### config.mk
export PLATFORM = sky130hd
export DESIGN_NAME = l1_bus_interface
export DESIGN_NICKNAME = d
export VERILOG_FILES = /design/src/common/bus_msg_pkg.sv /design/src/hdl/beat_collector.sv /design/src/hdl/beat_serializer.sv /design/src/hdl/l1_bus_interface.sv /design/src/hdl/request_arbiter.sv
export SDC_FILE = /design/constraint.sdc
export NUM_CORES = 1
export LEC_CHECK = 0
export BUFFER_PORTS_ARGS = -buffer_cell sky130_fd_sc_hd__buf_4
export CORE_AREA = 2 2 271 273
export CTS_CLUSTER_DIAMETER = 50
export DETAILED_ROUTE_END_ITERATION = 8
export DIE_AREA = 0 0 273 275
export PLACE_DENSITY = 0.59
export SLEW_MARGIN = 20
export SYNTH_ARGS = -nofsm -noshare
export SYNTH_HDL_FRONTEND = slang
export SYNTH_SLANG_ARGS = --single-unit
### constraint.sdc
create_clock -name clock -period 7.9 [get_ports clock]
set_clock_uncertainty 0.05 [all_clocks]
set_input_delay 1.58 -clock clock [delete_from_list [all_inputs] [get_ports clock]]
set_output_delay 1.58 -clock clock [all_outputs]
set_load 0.02 [all_outputs]
### src/common/bus_msg_pkg.sv
//********************
// bus message package
// message encodings of the shared bus and the request
// classes that the L1 bus interface recognises
//********************
package bus_msg_pkg;

    localparam int msg_bits = 4;

    // encodings 4, 5, 9, 11, 13, 14 and 15 are reserved
    typedef enum logic [msg_bits-1:0] {
        NO_REQ     = 4'd0,
        R_REQ      = 4'd1,
        WB_REQ     = 4'd2,
        FLUSH      = 4'd3,
        RFO_BCAST  = 4'd6,
        C_WB       = 4'd7,
        C_FLUSH    = 4'd8,
        MEM_RESP   = 4'd10,
        MEM_C_RESP = 4'd12
    } bus_msg_t;

    // cache requests that bring a line back from memory
    function automatic logic is_cache_read(bus_msg_t msg);
        return (msg == R_REQ) || (msg == RFO_BCAST);
    endfunction

    // cache requests that push a line out to memory
    function automatic logic is_cache_write(bus_msg_t msg);
        return (msg == WB_REQ) || (msg == FLUSH);
    endfunction

    // snooper writebacks, answered with MEM_C_RESP
    function automatic logic is_snoop_write(bus_msg_t msg);
        return (msg == C_WB) || (msg == C_FLUSH);
    endfunction

endpackage

### src/hdl/beat_collector.sv
`timescale 1ns/1ps
//********************
// beat collector
// waits for the memory response, assembles read beats into a line
// and returns a one-cycle response to the requester
//********************
module beat_collector
    import bus_msg_pkg::*;
#(
    parameter int data_width    = 32,
    parameter int address_width = 32,
    parameter int line_words    = 4,
    parameter int bus_words     = 2
) (
    input  logic                                            clock,
    input  logic                                            reset,
    input  logic                                            start,
    input  logic                                            sent,
    input  logic [address_width+line_words*data_width-1:0]  line,
    input  logic                                            is_write,
    input  logic                                            to_snooper,
    input  bus_msg_t                                        bus_msg_in,
    input  logic [bus_words*data_width-1:0]                 bus_data_in,
    output logic                                            done,
    output bus_msg_t                                        cache_msg_out,
    output logic [address_width-1:0]                        cache_address_out,
    output logic [line_words*data_width-1:0]                cache_data_out,
    output bus_msg_t                                        snoop_msg_out,
    output logic [address_width-1:0]                        snoop_address_out
);

    localparam int line_beats = line_words / bus_words;
    localparam int beat_width = bus_words * data_width;
    localparam int line_width = line_words * data_width;
    localparam int cnt_bits   = (line_beats > 1) ? $clog2(line_beats) : 1;

    typedef enum logic [1:0] {
        ST_IDLE,
        ST_SENT,    // write beats still going out
        ST_RESP,
        ST_GATHER   // remaining read beats
    } col_state_t;

    col_state_t                state;
    logic [cnt_bits-1:0]       beat_cnt;
    logic [address_width-1:0]  address_q;
    logic [line_width-1:0]     line_buf;
    logic [line_width-1:0]     line_next;   // buffer with the current beat merged in
    bus_msg_t                  resp_msg;
    logic                      resp_ok;
    logic                      capture;

    // is_write and to_snooper stay stable in the arbiter until done
    assign resp_msg = to_snooper ? MEM_C_RESP : MEM_RESP;
    assign resp_ok  = (state == ST_RESP) && (bus_msg_in == resp_msg);
    assign capture  = (resp_ok && !is_write) || (state == ST_GATHER);

    always_comb begin
        line_next = line_buf;
        if (capture) begin
            line_next[beat_cnt*beat_width +: beat_width] = bus_data_in;
        end
    end

    assign done = (resp_ok && (is_write || line_beats == 1)) ||
                  ((state == ST_GATHER) && (beat_cnt == cnt_bits'(line_beats - 1)));

    always_ff @(posedge clock) begin
        if (reset) begin
            state    <= ST_IDLE;
            beat_cnt <= '0;
        end else begin
            case (state)
                ST_IDLE: begin
                    if (start) begin
                        beat_cnt <= '0;
                        state    <= sent ? ST_RESP : ST_SENT;   // reads skip straight on
                    end
                end
                ST_SENT: begin
                    if (sent) begin
                        state <= ST_RESP;
                    end
                end
                ST_RESP: begin
                    if (done) begin
                        state <= ST_IDLE;
                    end else if (resp_ok) begin
                        beat_cnt <= beat_cnt + 1'b1;        // beat 0 came with the response
                        state    <= ST_GATHER;
                    end
                end
                ST_GATHER: begin
                    if (done) begin
                        state <= ST_IDLE;
                    end else begin
                        beat_cnt <= beat_cnt + 1'b1;
                    end
                end
                default: state <= ST_IDLE;
            endcase
        end
    end

    always_ff @(posedge clock) begin
        if (start) begin
            address_q <= line[line_width +: address_width];
        end
        if (capture) begin
            line_buf <= line_next;
        end
    end

    // response pulse, one cycle wide, to whoever owns the transaction
    always_ff @(posedge clock) begin
        if (reset) begin
            cache_msg_out     <= NO_REQ;
            cache_address_out <= '0;
            cache_data_out    <= '0;
            snoop_msg_out     <= NO_REQ;
            snoop_address_out <= '0;
        end else begin
            cache_msg_out     <= NO_REQ;
            cache_address_out <= '0;
            cache_data_out    <= '0;
            snoop_msg_out     <= NO_REQ;
            snoop_address_out <= '0;
            if (done && to_snooper) begin
                snoop_msg_out     <= MEM_RESP;
                snoop_address_out <= address_q;
            end else if (done) begin
                cache_msg_out     <= bus_msg_in;
                cache_address_out <= address_q;
                cache_data_out    <= is_write ? '0 : line_next;
            end
        end
    end

    // the arbiter releases on done, so two in a row would drop a request
    a_done_pulse: assert property (@(posedge clock) disable iff (reset)
        done |=> !done);

endmodule

### src/hdl/beat_serializer.sv
`timescale 1ns/1ps
//********************
// beat serializer
// waits for the bus grant and sends a captured line as
// consecutive data beats, lowest words first
//********************
module beat_serializer #(
    parameter int data_width    = 32,
    parameter int address_width = 32,
    parameter int line_words    = 4,
    parameter int bus_words     = 2
) (
    input  logic                                            clock,
    input  logic                                            reset,
    input  logic                                            start,
    input  logic [address_width+line_words*data_width-1:0]  line,
    input  logic                                            is_write,
    input  logic                                            bus_master,
    output logic [bus_words*data_width-1:0]                 bus_data_out,
    output logic                                            sent
);

    localparam int line_beats = line_words / bus_words;
    localparam int beat_width = bus_words * data_width;
    localparam int cnt_bits   = $clog2(line_beats + 1);

    typedef enum logic [1:0] {
        S_IDLE,
        S_GRANT,    // write pending, bus not yet granted
        S_SEND
    } ser_state_t;

    ser_state_t                      state;
    logic [cnt_bits-1:0]             beat_cnt;     // beats already on the bus
    logic                            last_beat;
    logic [line_words*data_width-1:0] words;

    assign words = line[line_words*data_width-1:0];  // address bits are not sent

    // reads carry no data, so they are reported sent right away
    assign sent = last_beat || (start && !is_write);

    always_ff @(posedge clock) begin
        if (reset) begin
            state        <= S_IDLE;
            beat_cnt     <= '0;
            last_beat    <= 1'b0;
            bus_data_out <= '0;
        end else begin
            last_beat <= 1'b0;
            case (state)
                S_IDLE: begin
                    beat_cnt <= '0;
                    if (start && is_write) begin
                        state <= bus_master ? S_SEND : S_GRANT;
                    end
                end
                S_GRANT: begin
                    if (bus_master) begin
                        state <= S_SEND;
                    end
                end
                S_SEND: begin
                    if (beat_cnt == cnt_bits'(line_beats)) begin
                        bus_data_out <= '0;        // bus idles at zero between beats
                        state        <= S_IDLE;
                    end else begin
                        bus_data_out <= words[beat_cnt*beat_width +: beat_width];
                        beat_cnt     <= beat_cnt + 1'b1;
                        last_beat    <= (beat_cnt == cnt_bits'(line_beats - 1));
                    end
                end
                default: state <= S_IDLE;
            endcase
        end
    end

    a_beat_bound: assert property (@(posedge clock) disable iff (reset)
        beat_cnt <= cnt_bits'(line_beats));

endmodule

### src/hdl/l1_bus_interface.sv
`timescale 1ns/1ps
//********************
// L1 bus interface
// connects one L1 cache and its snooper to the shared bus,
// one transaction at a time: arbiter, serializer, collector
//********************
module l1_bus_interface
    import bus_msg_pkg::*;
#(
    parameter int data_width    = 32,
    parameter int address_width = 32,
    parameter int line_words    = 4,
    parameter int bus_words     = 2
) (
    input  logic                                clock,
    input  logic                                reset,

    input  bus_msg_t                            cache_msg_in,
    input  logic [address_width-1:0]            cache_address_in,
    input  logic [line_words*data_width-1:0]    cache_data_in,
    output bus_msg_t                            cache_msg_out,
    output logic [address_width-1:0]            cache_address_out,
    output logic [line_words*data_width-1:0]    cache_data_out,

    input  bus_msg_t                            snoop_msg_in,
    input  logic [address_width-1:0]            snoop_address_in,
    input  logic [line_words*data_width-1:0]    snoop_data_in,
    output bus_msg_t                            snoop_msg_out,
    output logic [address_width-1:0]            snoop_address_out,

    input  bus_msg_t                            bus_msg_in,
    input  logic [bus_words*data_width-1:0]     bus_data_in,
    input  logic                                bus_master,
    output bus_msg_t                            bus_msg_out,
    output logic [address_width-1:0]            bus_address_out,
    output logic [bus_words*data_width-1:0]     bus_data_out
);

    localparam int bundle_width = address_width + line_words * data_width;

    logic                    start;       // one cycle after acceptance
    logic [bundle_width-1:0] line;        // address on top, words below
    logic                    is_write;
    logic                    to_snooper;
    logic                    sent;
    logic                    done;

    request_arbiter #(
        .data_width    (data_width),
        .address_width (address_width),
        .line_words    (line_words)
    ) i_request_arbiter (
        .clock            (clock),
        .reset            (reset),
        .cache_msg_in     (cache_msg_in),
        .cache_address_in (cache_address_in),
        .cache_data_in    (cache_data_in),
        .snoop_msg_in     (snoop_msg_in),
        .snoop_address_in (snoop_address_in),
        .snoop_data_in    (snoop_data_in),
        .done             (done),
        .start            (start),
        .line             (line),
        .is_write         (is_write),
        .to_snooper       (to_snooper),
        .bus_msg_out      (bus_msg_out),
        .bus_address_out  (bus_address_out)
    );

    beat_serializer #(
        .data_width    (data_width),
        .address_width (address_width),
        .line_words    (line_words),
        .bus_words     (bus_words)
    ) i_beat_serializer (
        .clock        (clock),
        .reset        (reset),
        .start        (start),
        .line         (line),
        .is_write     (is_write),
        .bus_master   (bus_master),
        .bus_data_out (bus_data_out),
        .sent         (sent)
    );

    beat_collector #(
        .data_width    (data_width),
        .address_width (address_width),
        .line_words    (line_words),
        .bus_words     (bus_words)
    ) i_beat_collector (
        .clock             (clock),
        .reset             (reset),
        .start             (start),
        .sent              (sent),
        .line              (line),
        .is_write          (is_write),
        .to_snooper        (to_snooper),
        .bus_msg_in        (bus_msg_in),
        .bus_data_in       (bus_data_in),
        .done              (done),
        .cache_msg_out     (cache_msg_out),
        .cache_address_out (cache_address_out),
        .cache_data_out    (cache_data_out),
        .snoop_msg_out     (snoop_msg_out),
        .snoop_address_out (snoop_address_out)
    );

endmodule

### src/hdl/request_arbiter.sv
`timescale 1ns/1ps
//********************
// request arbiter
// accepts one cache or snooper request while idle, snooper first,
// and drives the bus message and address until the transaction ends
//********************
module request_arbiter
    import bus_msg_pkg::*;
#(
    parameter int data_width    = 32,
    parameter int address_width = 32,
    parameter int line_words    = 4
) (
    input  logic                                            clock,
    input  logic                                            reset,

    input  bus_msg_t                                        cache_msg_in,
    input  logic [address_width-1:0]                        cache_address_in,
    input  logic [line_words*data_width-1:0]                cache_data_in,

    input  bus_msg_t                                        snoop_msg_in,
    input  logic [address_width-1:0]                        snoop_address_in,
    input  logic [line_words*data_width-1:0]                snoop_data_in,

    input  logic                                            done,

    output logic                                            start,
    output logic [address_width+line_words*data_width-1:0]  line,
    output logic                                            is_write,
    output logic                                            to_snooper,
    output bus_msg_t                                        bus_msg_out,
    output logic [address_width-1:0]                        bus_address_out
);

    logic busy;         // a transaction is on the bus
    logic cache_valid;
    logic snoop_valid;

    assign snoop_valid = is_snoop_write(snoop_msg_in);
    assign cache_valid = is_cache_read(cache_msg_in) || is_cache_write(cache_msg_in);

    always_ff @(posedge clock) begin
        if (reset) begin
            busy            <= 1'b0;
            start           <= 1'b0;
            is_write        <= 1'b0;
            to_snooper      <= 1'b0;
            bus_msg_out     <= NO_REQ;
            bus_address_out <= '0;
        end else begin
            start <= 1'b0;
            if (!busy) begin
                if (snoop_valid) begin              // snooper wins a tie
                    busy            <= 1'b1;
                    start           <= 1'b1;
                    is_write        <= 1'b1;
                    to_snooper      <= 1'b1;
                    bus_msg_out     <= snoop_msg_in;
                    bus_address_out <= snoop_address_in;
                end else if (cache_valid) begin
                    busy            <= 1'b1;
                    start           <= 1'b1;
                    is_write        <= is_cache_write(cache_msg_in);
                    to_snooper      <= 1'b0;
                    bus_msg_out     <= cache_msg_in;
                    bus_address_out <= cache_address_in;
                end
            end else if (done) begin
                // release the bus at the edge of the response pulse
                busy            <= 1'b0;
                bus_msg_out     <= NO_REQ;
                bus_address_out <= '0;
            end
        end
    end

    // captured request, held stable for the serializer and collector
    always_ff @(posedge clock) begin
        if (!busy) begin
            if (snoop_valid) begin
                line <= {snoop_address_in, snoop_data_in};
            end else if (cache_valid) begin
                line <= {cache_address_in, cache_data_in};
            end
        end
    end

    // done may only close a transaction in flight, never one being started
    a_done_in_flight: assert property (@(posedge clock) disable iff (reset)
        done |-> busy && !start);

endmodule

# Word level (Yosys, flattened, before mapping)
# Index checks and enable logic that the tools add are counted.
dict set report classes {
  n_bitwise 4
  reduce_logical 32
  n_addsub 3
  n_eq_ne 26
  shifts 3
  muxes 42
}
# operator count
set op_table {}
lappend op_table {{$mux W160} 2}
lappend op_table {{$bwmux W128} 1}
lappend op_table {{$mux W128} 1}
lappend op_table {{$mux W32} 4}
lappend op_table {{$shift A64 B34 Y128 const A} 1}
lappend op_table {{$shiftx A128 B9 Y64} 1}
lappend op_table {{$shiftx A64 B34 Y128} 1}
lappend op_table {{$mux W64} 1}
lappend op_table {{$neg A7 Y34} 1}
lappend op_table {{$mux W2} 11}
lappend op_table {{$mux W4} 5}
lappend op_table {{$mux W1} 12}
lappend op_table {{$ne A2 B1 Y1 const B} 6}
lappend op_table {{$ne A2 B2 Y1 const B} 5}
lappend op_table {{$eq A2 B2 Y1 const B} 4}
lappend op_table {{$eq A4 B2 Y1 const B} 2}
lappend op_table {{$eq A4 B3 Y1 const B} 2}
lappend op_table {{$pmux W2 S4} 1}
lappend op_table {{$logic_and A1 B1 Y1} 7}
lappend op_table {{$logic_or A1 B1 Y1} 7}
lappend op_table {{$eq A2 B1 Y1 const B} 3}
lappend op_table {{$pmux W2 S3} 1}
lappend op_table {{$reduce_and A2 Y1} 3}
lappend op_table {{$reduce_bool A3 Y1} 2}
lappend op_table {{19 further kinds} 26}
dict set report totals {
  reg_bits 632
  inputBits 399
}

# Depth between registers and ports, before layout
# Gate-level depths: netlist of run 1.
dict set report logic_depth {
  ltp_word 8
  depth_mapped 8
  ltp_nobuf 5
}

# Hierarchy
# Synthesis of run 1 repeated with hierarchy kept, for this count alone.
dict set report hier_totals {
  hier_cells 1902
  hier_area_um2 22232.6
}
# mod seq_area_each_um2 instances cells_each area_per_inst_um2
set modules_own_cells {}
lappend modules_own_cells {request_arbiter 5605.4 1 923 9375.2}
lappend modules_own_cells {beat_collector 6886.6 1 665 9212.6}
lappend modules_own_cells {beat_serializer 1381.3 1 314 3644.7}

# Least setup slack after synthesis of run 1
# OpenSTA, ideal clock, no wires.
dict set report synth_path {
  path_kind {input to register}
  start {in snoop_msg_in[0]}
  end {reg i_request_arbiter.line[0] (enable)}
  t_arrival_ns 5.538
  slack_ns 1.799
  n_path_buf 0
  setup_ns 0.513
  t_required_ns 7.337
  path_stages 4
  cell_sequence {nor4b_1 a21oi_1 a21o_1 inv_1}
}
dict set report synth_via {
  elab_chain_cells 4
  elab_cells_between_ends 5
}
# element line
set synth_rtl {}
lappend synth_rtl {{start: declaration} l1_bus_interface.sv:25} ;# input bus_msg_t snoop_msg_in,
lappend synth_rtl {{$eq A4 B3 Y1 / $eq A4 B4 Y1 (equally long branches)} bus_msg_pkg.sv:35} ;# return (msg == C_WB) || (msg == C_FLUSH);
lappend synth_rtl {{$logic_or A1 B1 Y1 (*)} bus_msg_pkg.sv:35}
lappend synth_rtl {{$reduce_bool A2 Y1 (no line) (*)} n/a}
lappend synth_rtl {{$reduce_and A2 Y1 (no line) (*)} n/a}
lappend synth_rtl {{end signal: assignment} request_arbiter.sv:81} ;# line <= {snoop_address_in, snoop_data_in};
lappend synth_rtl {{end signal: assignment} request_arbiter.sv:83} ;# line <= {cache_address_in, cache_data_in};
lappend synth_rtl {{end: declaration} request_arbiter.sv:28} ;# output logic [address_width+line_words*data_width-1:0] line,
# Mark *: on every way between the ends. The rest lies on a longest branch, timed or not.
# A chain may end at the register's enable or synchronous reset.

# Worst setup path in the final report of run 1
dict set report layout_path {
  start {in bus_msg_in[2]}
  end {reg i_beat_collector.line_buf[39] (enable)}
}
dict set report layout_via {
  elab_chain_cells 4
}
# element line
set layout_rtl {}
lappend layout_rtl {{start: declaration} l1_bus_interface.sv:31} ;# input bus_msg_t bus_msg_in,
lappend layout_rtl {{$eq A4 B4 Y1} beat_collector.sv:55} ;# assign resp_ok = (state == ST_RESP) && (bus_msg_in == resp_msg);
lappend layout_rtl {{$logic_and A1 B1 Y1} beat_collector.sv:55}
lappend layout_rtl {{$logic_and A1 B1 Y1} beat_collector.sv:56} ;# assign capture = (resp_ok && !is_write) || (state == ST_GATHER);
lappend layout_rtl {{$logic_or A1 B1 Y1} beat_collector.sv:56}
lappend layout_rtl {{end signal: assignment} beat_collector.sv:110} ;# line_buf <= line_next;
lappend layout_rtl {{end: declaration} beat_collector.sv:47} ;# logic [line_width-1:0] line_buf;
# No other way between the ends.

==> summary.txt, run 1 <==
status = finished clean
total routed wirelength = 68070 um
ys flop type = dfxtp_1
P_leak = 12.85 nW
Final min period = 4.237 ns
worst skew pair latency = 0.60 ns
post-CTS setup repair buffer count = 0
crit-path max FO = 67
Seq/Total Area, Yosys = 64.35%
area of the multi-input gates = 0.006975 mm2
worst rel slew slack = 29.55%
CP Cell Sequence = buf_4 > or3b_4 > a211oi_4 > buf_4 > nor2_1 > nor2_4 > buf_4
RSZ-0062 raised after global routing = no
power per standard cell area = 235.2 mW/mm2
first-pass GRT wire length = 100700 um
Yosys reg bits = 565
largest net degree at the start of global routing = 161
Final Cycle Share = 53.64%
PnR Total Power = 7.081 mW
critical path launch point type = primary input
CTS tree = done
Fill cells = 6975
P&R area growth vs syn = 39.66%
Storage cell area = 0.01388 mm2
DIE HEIGHT = 275 um
Die Area = 0.07508 mm2
WHS = 0.3617 ns
post-synth cell types = 42
IO Port Bufs = 696
final count of hold timing violations = 0
Max Cap Viol = 0
cell mode on critical path = buf_4
Final Cell Area = 0.03011 mm2
crit path DAT = 4.42 ns
DP HPWL = 47800 um
R2R setup slack = 4.25 ns
clock root buffer = clkbuf_16
Mapped Area = 0.02156 mm2
FFs w/ async S/R, synth = 0%
Bufs and invs on worst path = 3
CP max stage delay = 0.75 ns
kind of critical path = in -> reg
antenna violations before repair = 3
VDD IR-drop max = 0.1528 mV
Cells after Synth = 2040
1st-iter DRT viols = 1059
Overflow after GRT = 0
Yosys top cell by area = edfxtp_1
vias per cell = 4.689
share of cells above drive strength 1 = 33.37%
post-route antenna net violation count = 0
Initial Util = 29.80%
Clock transition at path regs = 0.06 ns
I/O pin total = 699
wire length per cell = 18.41 um
post_cts resized = 0
cts hold-fix bufs = 0
H-tree Lvls = 3
worst slew pin tran = 1.057 ns
Setup crit end kind = flop
Die X = 273 um
# DRC = 0
Tot GR Track Use = 17.32%
critical path's top delay family = simple AND/OR/NAND/NOR gates
min-delay worst type = reg -> reg
Pins Over Slew Limit = 0
Post-DP Area = 0.02766 mm2
Area contributors post-synth = edfxtp_1 36%, dfxtp_1 29%, nand2_1 8.4%, and2_1 3.8%, mux2_2 3.3%
Data required, critical path = 8.09 ns
Detailed Routing Iterations Pass 1 = 5
Final nets = 3079
Fin Setup TNS = 0 ns
vias in the first global route = 17060
number of enable flip-flop cells after synthesis = 256
Syn Area/Cell = 10.57 um2
Layout Utilization = 41.62%
core area = 0.07234 mm2
Final setup viols = 0
routed vias = 17340
gpl congestion = 0.8774
Rows = 99
slowest CP cell = nor2_4
area share of the largest cell type after synthesis = 35.66%
CTS Buffer Depth = 3
Syn. warnings = 0
clk sinks = 565
total CTS buffers = 71
maximum clock rate = 236.0 MHz
==> state kept, by name, summed over array words and instances (netlist names), 2 cells and up <==
register / count
i_request_arbiter.line: 160
i_beat_collector.snoop_address_out: 32
i_beat_serializer.bus_data_out: 64
i_beat_collector.line_buf: 64
i_beat_serializer.state: 2
i_beat_collector.cache_msg_out: 4
i_beat_serializer.beat_cnt: 2
i_beat_collector.state: 2
i_request_arbiter.bus_msg_out: 4
i_beat_collector.address_q: 32
i_request_arbiter.bus_address_out: 32
i_beat_collector.cache_address_out: 32
i_beat_collector.cache_data_out: 128
==> cells in the final DEF, fill, tap and decap left out, types with 64 or more instances in the layout <==
master / count
buf_4: 718
nand2_1: 483
dfxtp_1: 306
edfxtp_1: 256
and2_1: 132
o21ai_0: 97
nand3_1: 96
nor2_1: 75
a21oi_1: 75
clkbuf_16: 75
a211oi_1: 67
o211ai_1: 66
mux2_2: 64
a22oi_1: 64
==> worst register-to-register path: stages, from the launching register on <==
cell and delay, ns:
dfxtp_1 0.61, nand3b_1 0.26, a211oi_4 0.29, buf_4 0.62, nor2_1 0.17, nor2_4 0.75, buf_4 0.54
==> final cells by class <==
cell class / instances / area share [%]
Sequential cell: 565 / 46.10
Multi-Input combinational cell: 1276 / 23.17
Timing Repair Buffer: 720 / 18.04
Clock buffer: 100 / 6.778
Tap cell: 959 / 3.985
Clock inverter: 31 / 1.355
Inverter: 44 / 0.5652
Antenna cell: 2 / 0.01662
==> cells in the mapped netlist (2+ instances only) <==
master and number:
a2111oi_0 2, a211oi_1 67, a211oi_2 2, a21o_1 4
a21oi_1 76, a22oi_1 64, and2_1 132, and3b_1 2
buf_1 11, buf_2 9, buf_4 3, buf_6 3
clkbuf_1 130, dfxtp_1 309, edfxtp_1 256, ha_1 2
inv_1 44, mux2_2 64, nand2_1 483, nand2b_1 7
nand3_1 97, nand3b_1 2, nor2_1 78, nor3_1 6
nor3b_1 3, nor4_1 3, nor4b_1 2, nor4bb_1 2
o211ai_1 66, o21ai_0 97, o32ai_1 3
==> routing by layer <==
metal / wire length, um / global-route usage (%) / up-vias
li1: - / - / 8366
met1: 26730 / 20.55 / 8164
met2: 34400 / 30.63 / 695
met3: 4804 / 3.561 / 112
met4: 2137 / 6.946 / 0
met5: 0 / 0 / -
==> worst paths after layout <==
check / startpoint / endpoint / cells after the start
worst min-delay path: i_request_arbiter.line[152] / i_beat_collector.address_q[24] / 0
worst max register to register: i_request_arbiter.to_snooper / i_beat_collector.line_buf[39] / 6
worst max-delay path: bus_msg_in[2] / i_beat_collector.line_buf[39] / 7
worst min register to register: i_request_arbiter.line[152] / i_beat_collector.address_q[24] / 0
==> stage by stage <==
stage	worst slack (ns)	std cells
after global routing	3.451	3697
final	3.663	3697
after CTS	3.642	3695
after detailed placement	3.000	3564
after floorplan	1.799	2041
after global placement	3.008	3564
==> logic make-up (layout without fill, tap and decap cells) <==
kind of cell	count (synthesis)	count (layout)	synth area share (%)
simple gates	821	821	16.85
buf+inv	200	895	3.691
fa+ha+maj	2	2	0.1161
compound gates	387	387	11.63
mux	64	64	3.343
flops	565	565	64.35
other cells	1	4	0.01739
==> power by group <==
group          internal, mW  leakage [nW]  switching (mW)  total [mW]
clock network          2.03          1.19            1.27        3.30
registers              3.18          4.87          0.0538        3.24
logic                 0.241          6.78           0.301       0.542
(Power assumes the default switching activity.)
==> inputs of run 2 (changes only) <==
--- a/config.mk
+++ b/config.mk
@@ -5,12 +5,13 @@
 export SDC_FILE = /design/constraint.sdc
 export NUM_CORES = 1
 export LEC_CHECK = 0
+export ABC_AREA = 1
 export BUFFER_PORTS_ARGS = -buffer_cell sky130_fd_sc_hd__buf_4
-export CORE_AREA = 2 2 271 273
+export CORE_MARGIN = 2
+export CORE_UTILIZATION = 34
 export CTS_CLUSTER_DIAMETER = 50
 export DETAILED_ROUTE_END_ITERATION = 8
-export DIE_AREA = 0 0 273 275
-export PLACE_DENSITY = 0.59
+export PLACE_DENSITY = 0.65
 export SLEW_MARGIN = 20
 export SYNTH_ARGS = -nofsm -noshare
 export SYNTH_HDL_FRONTEND = slang
==> constraint.sdc (replaced) <==
create_clock -name clock -period 3.6 [get_ports clock]
set_clock_uncertainty 0.05 [all_clocks]
set_input_delay 0.72 -clock clock [delete_from_list [all_inputs] [get_ports clock]]
set_output_delay 0.72 -clock clock [all_outputs]
set_load 0.02 [all_outputs]
==> summary.txt, run 2 <==
status = finished clean
vias per cell = 4.651 (-0.82%)
largest net degree at the start of global routing = 109 (-32%)
top-count cell post-synth = nand2_1
Initial Util = 34.31% (+4.5 points)
post_cts resized = 0 (unchanged)
Setup crit end kind = flop
Combinational Power Share = 7.4% (-0.2 points)
gpl congestion = 0.9118 (+3.9%)
sequential power share = 46.4% (+0.7 points)
ys flop type = edfxtp_1
worst rel slew slack = 32.20% (+2.7 points)
critical path's top delay family = simple AND/OR/NAND/NOR gates
number of enable flip-flop cells after synthesis = 320 (+25%)
RSZ-0062 raised after global routing = no
Cells after Synth = 2797 (+37%)
Fill cells = 6976 (+0.014%)
met2 Use GR = 31.27% (+0.64 points)
max FFs per register = 160 (unchanged)
CTS tree = done
Net Switching = 4.032 mW (+150%)
PnR Total Power = 17.02 mW (+140%)
Final min period = 2.733 ns
Seq/Total Area, Yosys = 63.09% (-1.3 points)
worst skew pair latency = 0.61 ns (about the same)
VDD IR-drop max = 0.3314 mV (+120%)
# DRC = 0 (unchanged)
Yosys top cell by area = edfxtp_1
vias in the first global route = 19390 (+14%)
maximum clock rate = 366.0 MHz
critical path launch point type = flop
Mapped Area = 0.02503 mm2 (+16%)
area share of the largest cell type after synthesis = 38.38% (+2.7 points)
Placed Cells = 4335 (+22%)
power per standard cell area = 502.8 mW/mm2 (+110%)
kind of critical path = reg -> reg
M1 GR Usage = 24.17% (+3.6 points)
DIE HEIGHT = 275.3 um (+0.13%)
Largest regs = i_request_arbiter.line (160), i_beat_collector.cache_data_out (128), i_beat_collector.line_buf (128)
cts hold-fix bufs = 0 (unchanged)
worst slew pin tran = 1.017 ns (-0.03977 ns)
Max Cap Viol = 0 (unchanged)
Fin Setup TNS = 0 ns (unchanged)
1st-iter DRT viols = 1528 (+44%)
crit path DAT = 3.16 ns (-1.26 ns)
Final nets = 3859 (+25%)
most common cell after layout, fill and taps aside = nand2_1
cell mode on critical path = nand2_1
Tot GR Track Use = 19.77% (+2.4 points)
antenna violations before repair = 16 (+13)
total routed wirelength = 78450 um (+15%)
Bufs and invs on worst path = 2 (-1)
H-tree Lvls = 3 (unchanged)
Detailed Routing Iterations Pass 1 = 7 (+2)
Rows = 99 (unchanged)
wire length per cell = 17.45 um (-5.2%)
first-pass GRT wire length = 114200 um (+13%)
crit-path max FO = 100 (+49%)
Syn. warnings = 0 (unchanged)
Clock transition at path regs = 0.06 ns (about the same)
clk sinks = 629 (+11%)
final count of hold timing violations = 0 (unchanged)
most frequent cells in the layout = 1304 x nand2_1, 726 x buf_4, 320 x edfxtp_1
post-CTS setup repair buffer count = 0 (unchanged)
Internal Power = 12.99 mW (+140%)
clock share of power = 46.2% (-0.4 points)
IO Port Bufs = 696 (unchanged)
I/O pin total = 699 (unchanged)
Layout Cells excl Fill = 4495 (+22%)
top post-synthesis cells by count = 1305 x nand2_1, 320 x edfxtp_1, 309 x dfxtp_1
slowest CP cell = dfxtp_1
total CTS buffers = 80 (+13%)
Area contributors post-synth = edfxtp_1 38%, dfxtp_1 25%, nand2_1 20%, o21ai_0 3.4%, inv_1 2.8%
DP HPWL = 56040 um (+17%)
Data required, critical path = 4.03 ns (-4.06 ns)
Overflow after GRT = 0 (unchanged)
most used routing layer = met2
Final Cycle Share = 75.90%
Syn Area/Cell = 8.950 um2 (-15%)
P&R area growth vs syn = 35.21%
CP max stage delay = 0.53 ns (-0.22 ns)
Final setup viols = 0 (unchanged)
FFs w/ async S/R, synth = 0% (unchanged)
routed vias = 20910 (+21%)
post-route antenna net violation count = 0 (unchanged)
Yosys reg bits = 629 (+11%)
sw frac = 23.69% (+0.71 points)
Die X = 275.3 um (+0.86%)
GR Util met3 = 6.394% (+2.8 points)
most flop-heavy register = i_request_arbiter.line
post-synth cell types = 31 (-26%)
clock root buffer = clkbuf_16
core area = 0.07296 mm2 (+0.86%)
Pins Over Slew Limit = 0 (unchanged)
min-delay worst type = in -> reg
share of cells above drive strength 1 = 27.01% (-6.4 points)
CTS Buffer Depth = 3 (unchanged)
P_leak = 15.41 nW (+20%)
Die Area = 0.07581 mm2 (+0.99%)
CP Cell Sequence = nand3_1 > nand2_1 > nand4_1 > nand2_8 > buf_12 > buf_12 > nand2_1 > nand2_1
## run 2: cell count changes after synthesis, sizes merged, moves of 59 or more
cell,delta
buf,+61
and2,-132
edfxtp,+64
clkbuf,-59
a22oi,-64
nand3,-84
o21ai,+74
nand2,+826
inv,+146
o211ai,-66
mux2,-64
a21oi,+123
a211oi,-69
## run 2: power groups by stage
stage / clock, mW / combinational (mW) / sequential (mW)
after floorplan: 0 / 0.550 / 8.09
after global placement: 0 / 1.25 / 8.04
after detailed placement: 0 / 1.26 / 8.04
after CTS: 8.04 / 1.26 / 7.89
after global routing: 8.34 / 1.38 / 7.91
final: 7.87 / 1.26 / 7.89
## run 2: final cells by class
cell class	count	area, um2	area share (%)
antenna	12	30.03	0.08871
clock buffer	108	2271	6.709
clock inverter	40	387.9	1.146
inverter	190	732.0	2.162
multi-input combinational	1821	7777	22.98
sequential	629	15800	46.68
tap	959	1200	3.545
timing repair buffer	736	5650	16.69
## run 2: final timing paths
kind / startpoint / end / slack [ns] / cells after the start
worst max-delay path: i_request_arbiter.to_snooper / i_beat_collector.line_buf[107] / 0.87 / 8
worst min-delay path: bus_master / i_beat_serializer.state[0] / 0.25 / 2
worst max register to register: i_request_arbiter.to_snooper / i_beat_collector.line_buf[107] / 0.87 / 8
worst min register to register: i_request_arbiter.line[142] / i_beat_collector.address_q[14] / 0.35 / 0
## run 2: per-stage QoR
stage	area, um2	utilization (%)	hold WS (ns)	setup slack, ns
2_1_floorplan	25060	-	0.3503	-0.6858
3_3_place_gp	31160	42.71	0.3505	0.6438
3_5_place_dp	31160	42.71	0.3545	0.6188
4_1_cts	33820	46.35	0.1990	0.9974
5_1_grt	33850	46.39	0.2195	0.7886
6_report	33850	46.39	0.2467	0.8675
## run 2: cell families (layout without fill, tap and decap cells)
kind of cell    count (synthesis)  in the layout  synth area share [%]
compound gates                410            410                 9.396
other cells                     1             14               0.01498
buf+inv                       348           1074                 6.028
fa+ha+maj                       2              2               0.09994
simple gates                 1407           1407                 21.37
flops                         629            629                 63.09
## run 2: layer usage
metal | vias up | wire (um) | part of all wire (%)
li1 | 10310 | - | -
met5 | - | 35 | 0.045
met2 | 857 | 36920 | 47
met3 | 134 | 7359 | 9.4
met1 | 9600 | 31250 | 40
met4 | 6 | 2889 | 3.7
## run 2: worst register-to-register path: stages, from the launching register on
cell,delay [ns]
dfxtp_1,0.53
nand3_1,0.12
nand2_1,0.33
nand4_1,0.30
nand2_8,0.15
buf_12,0.36
buf_12,0.49
nand2_1,0.18
nand2_1,0.10
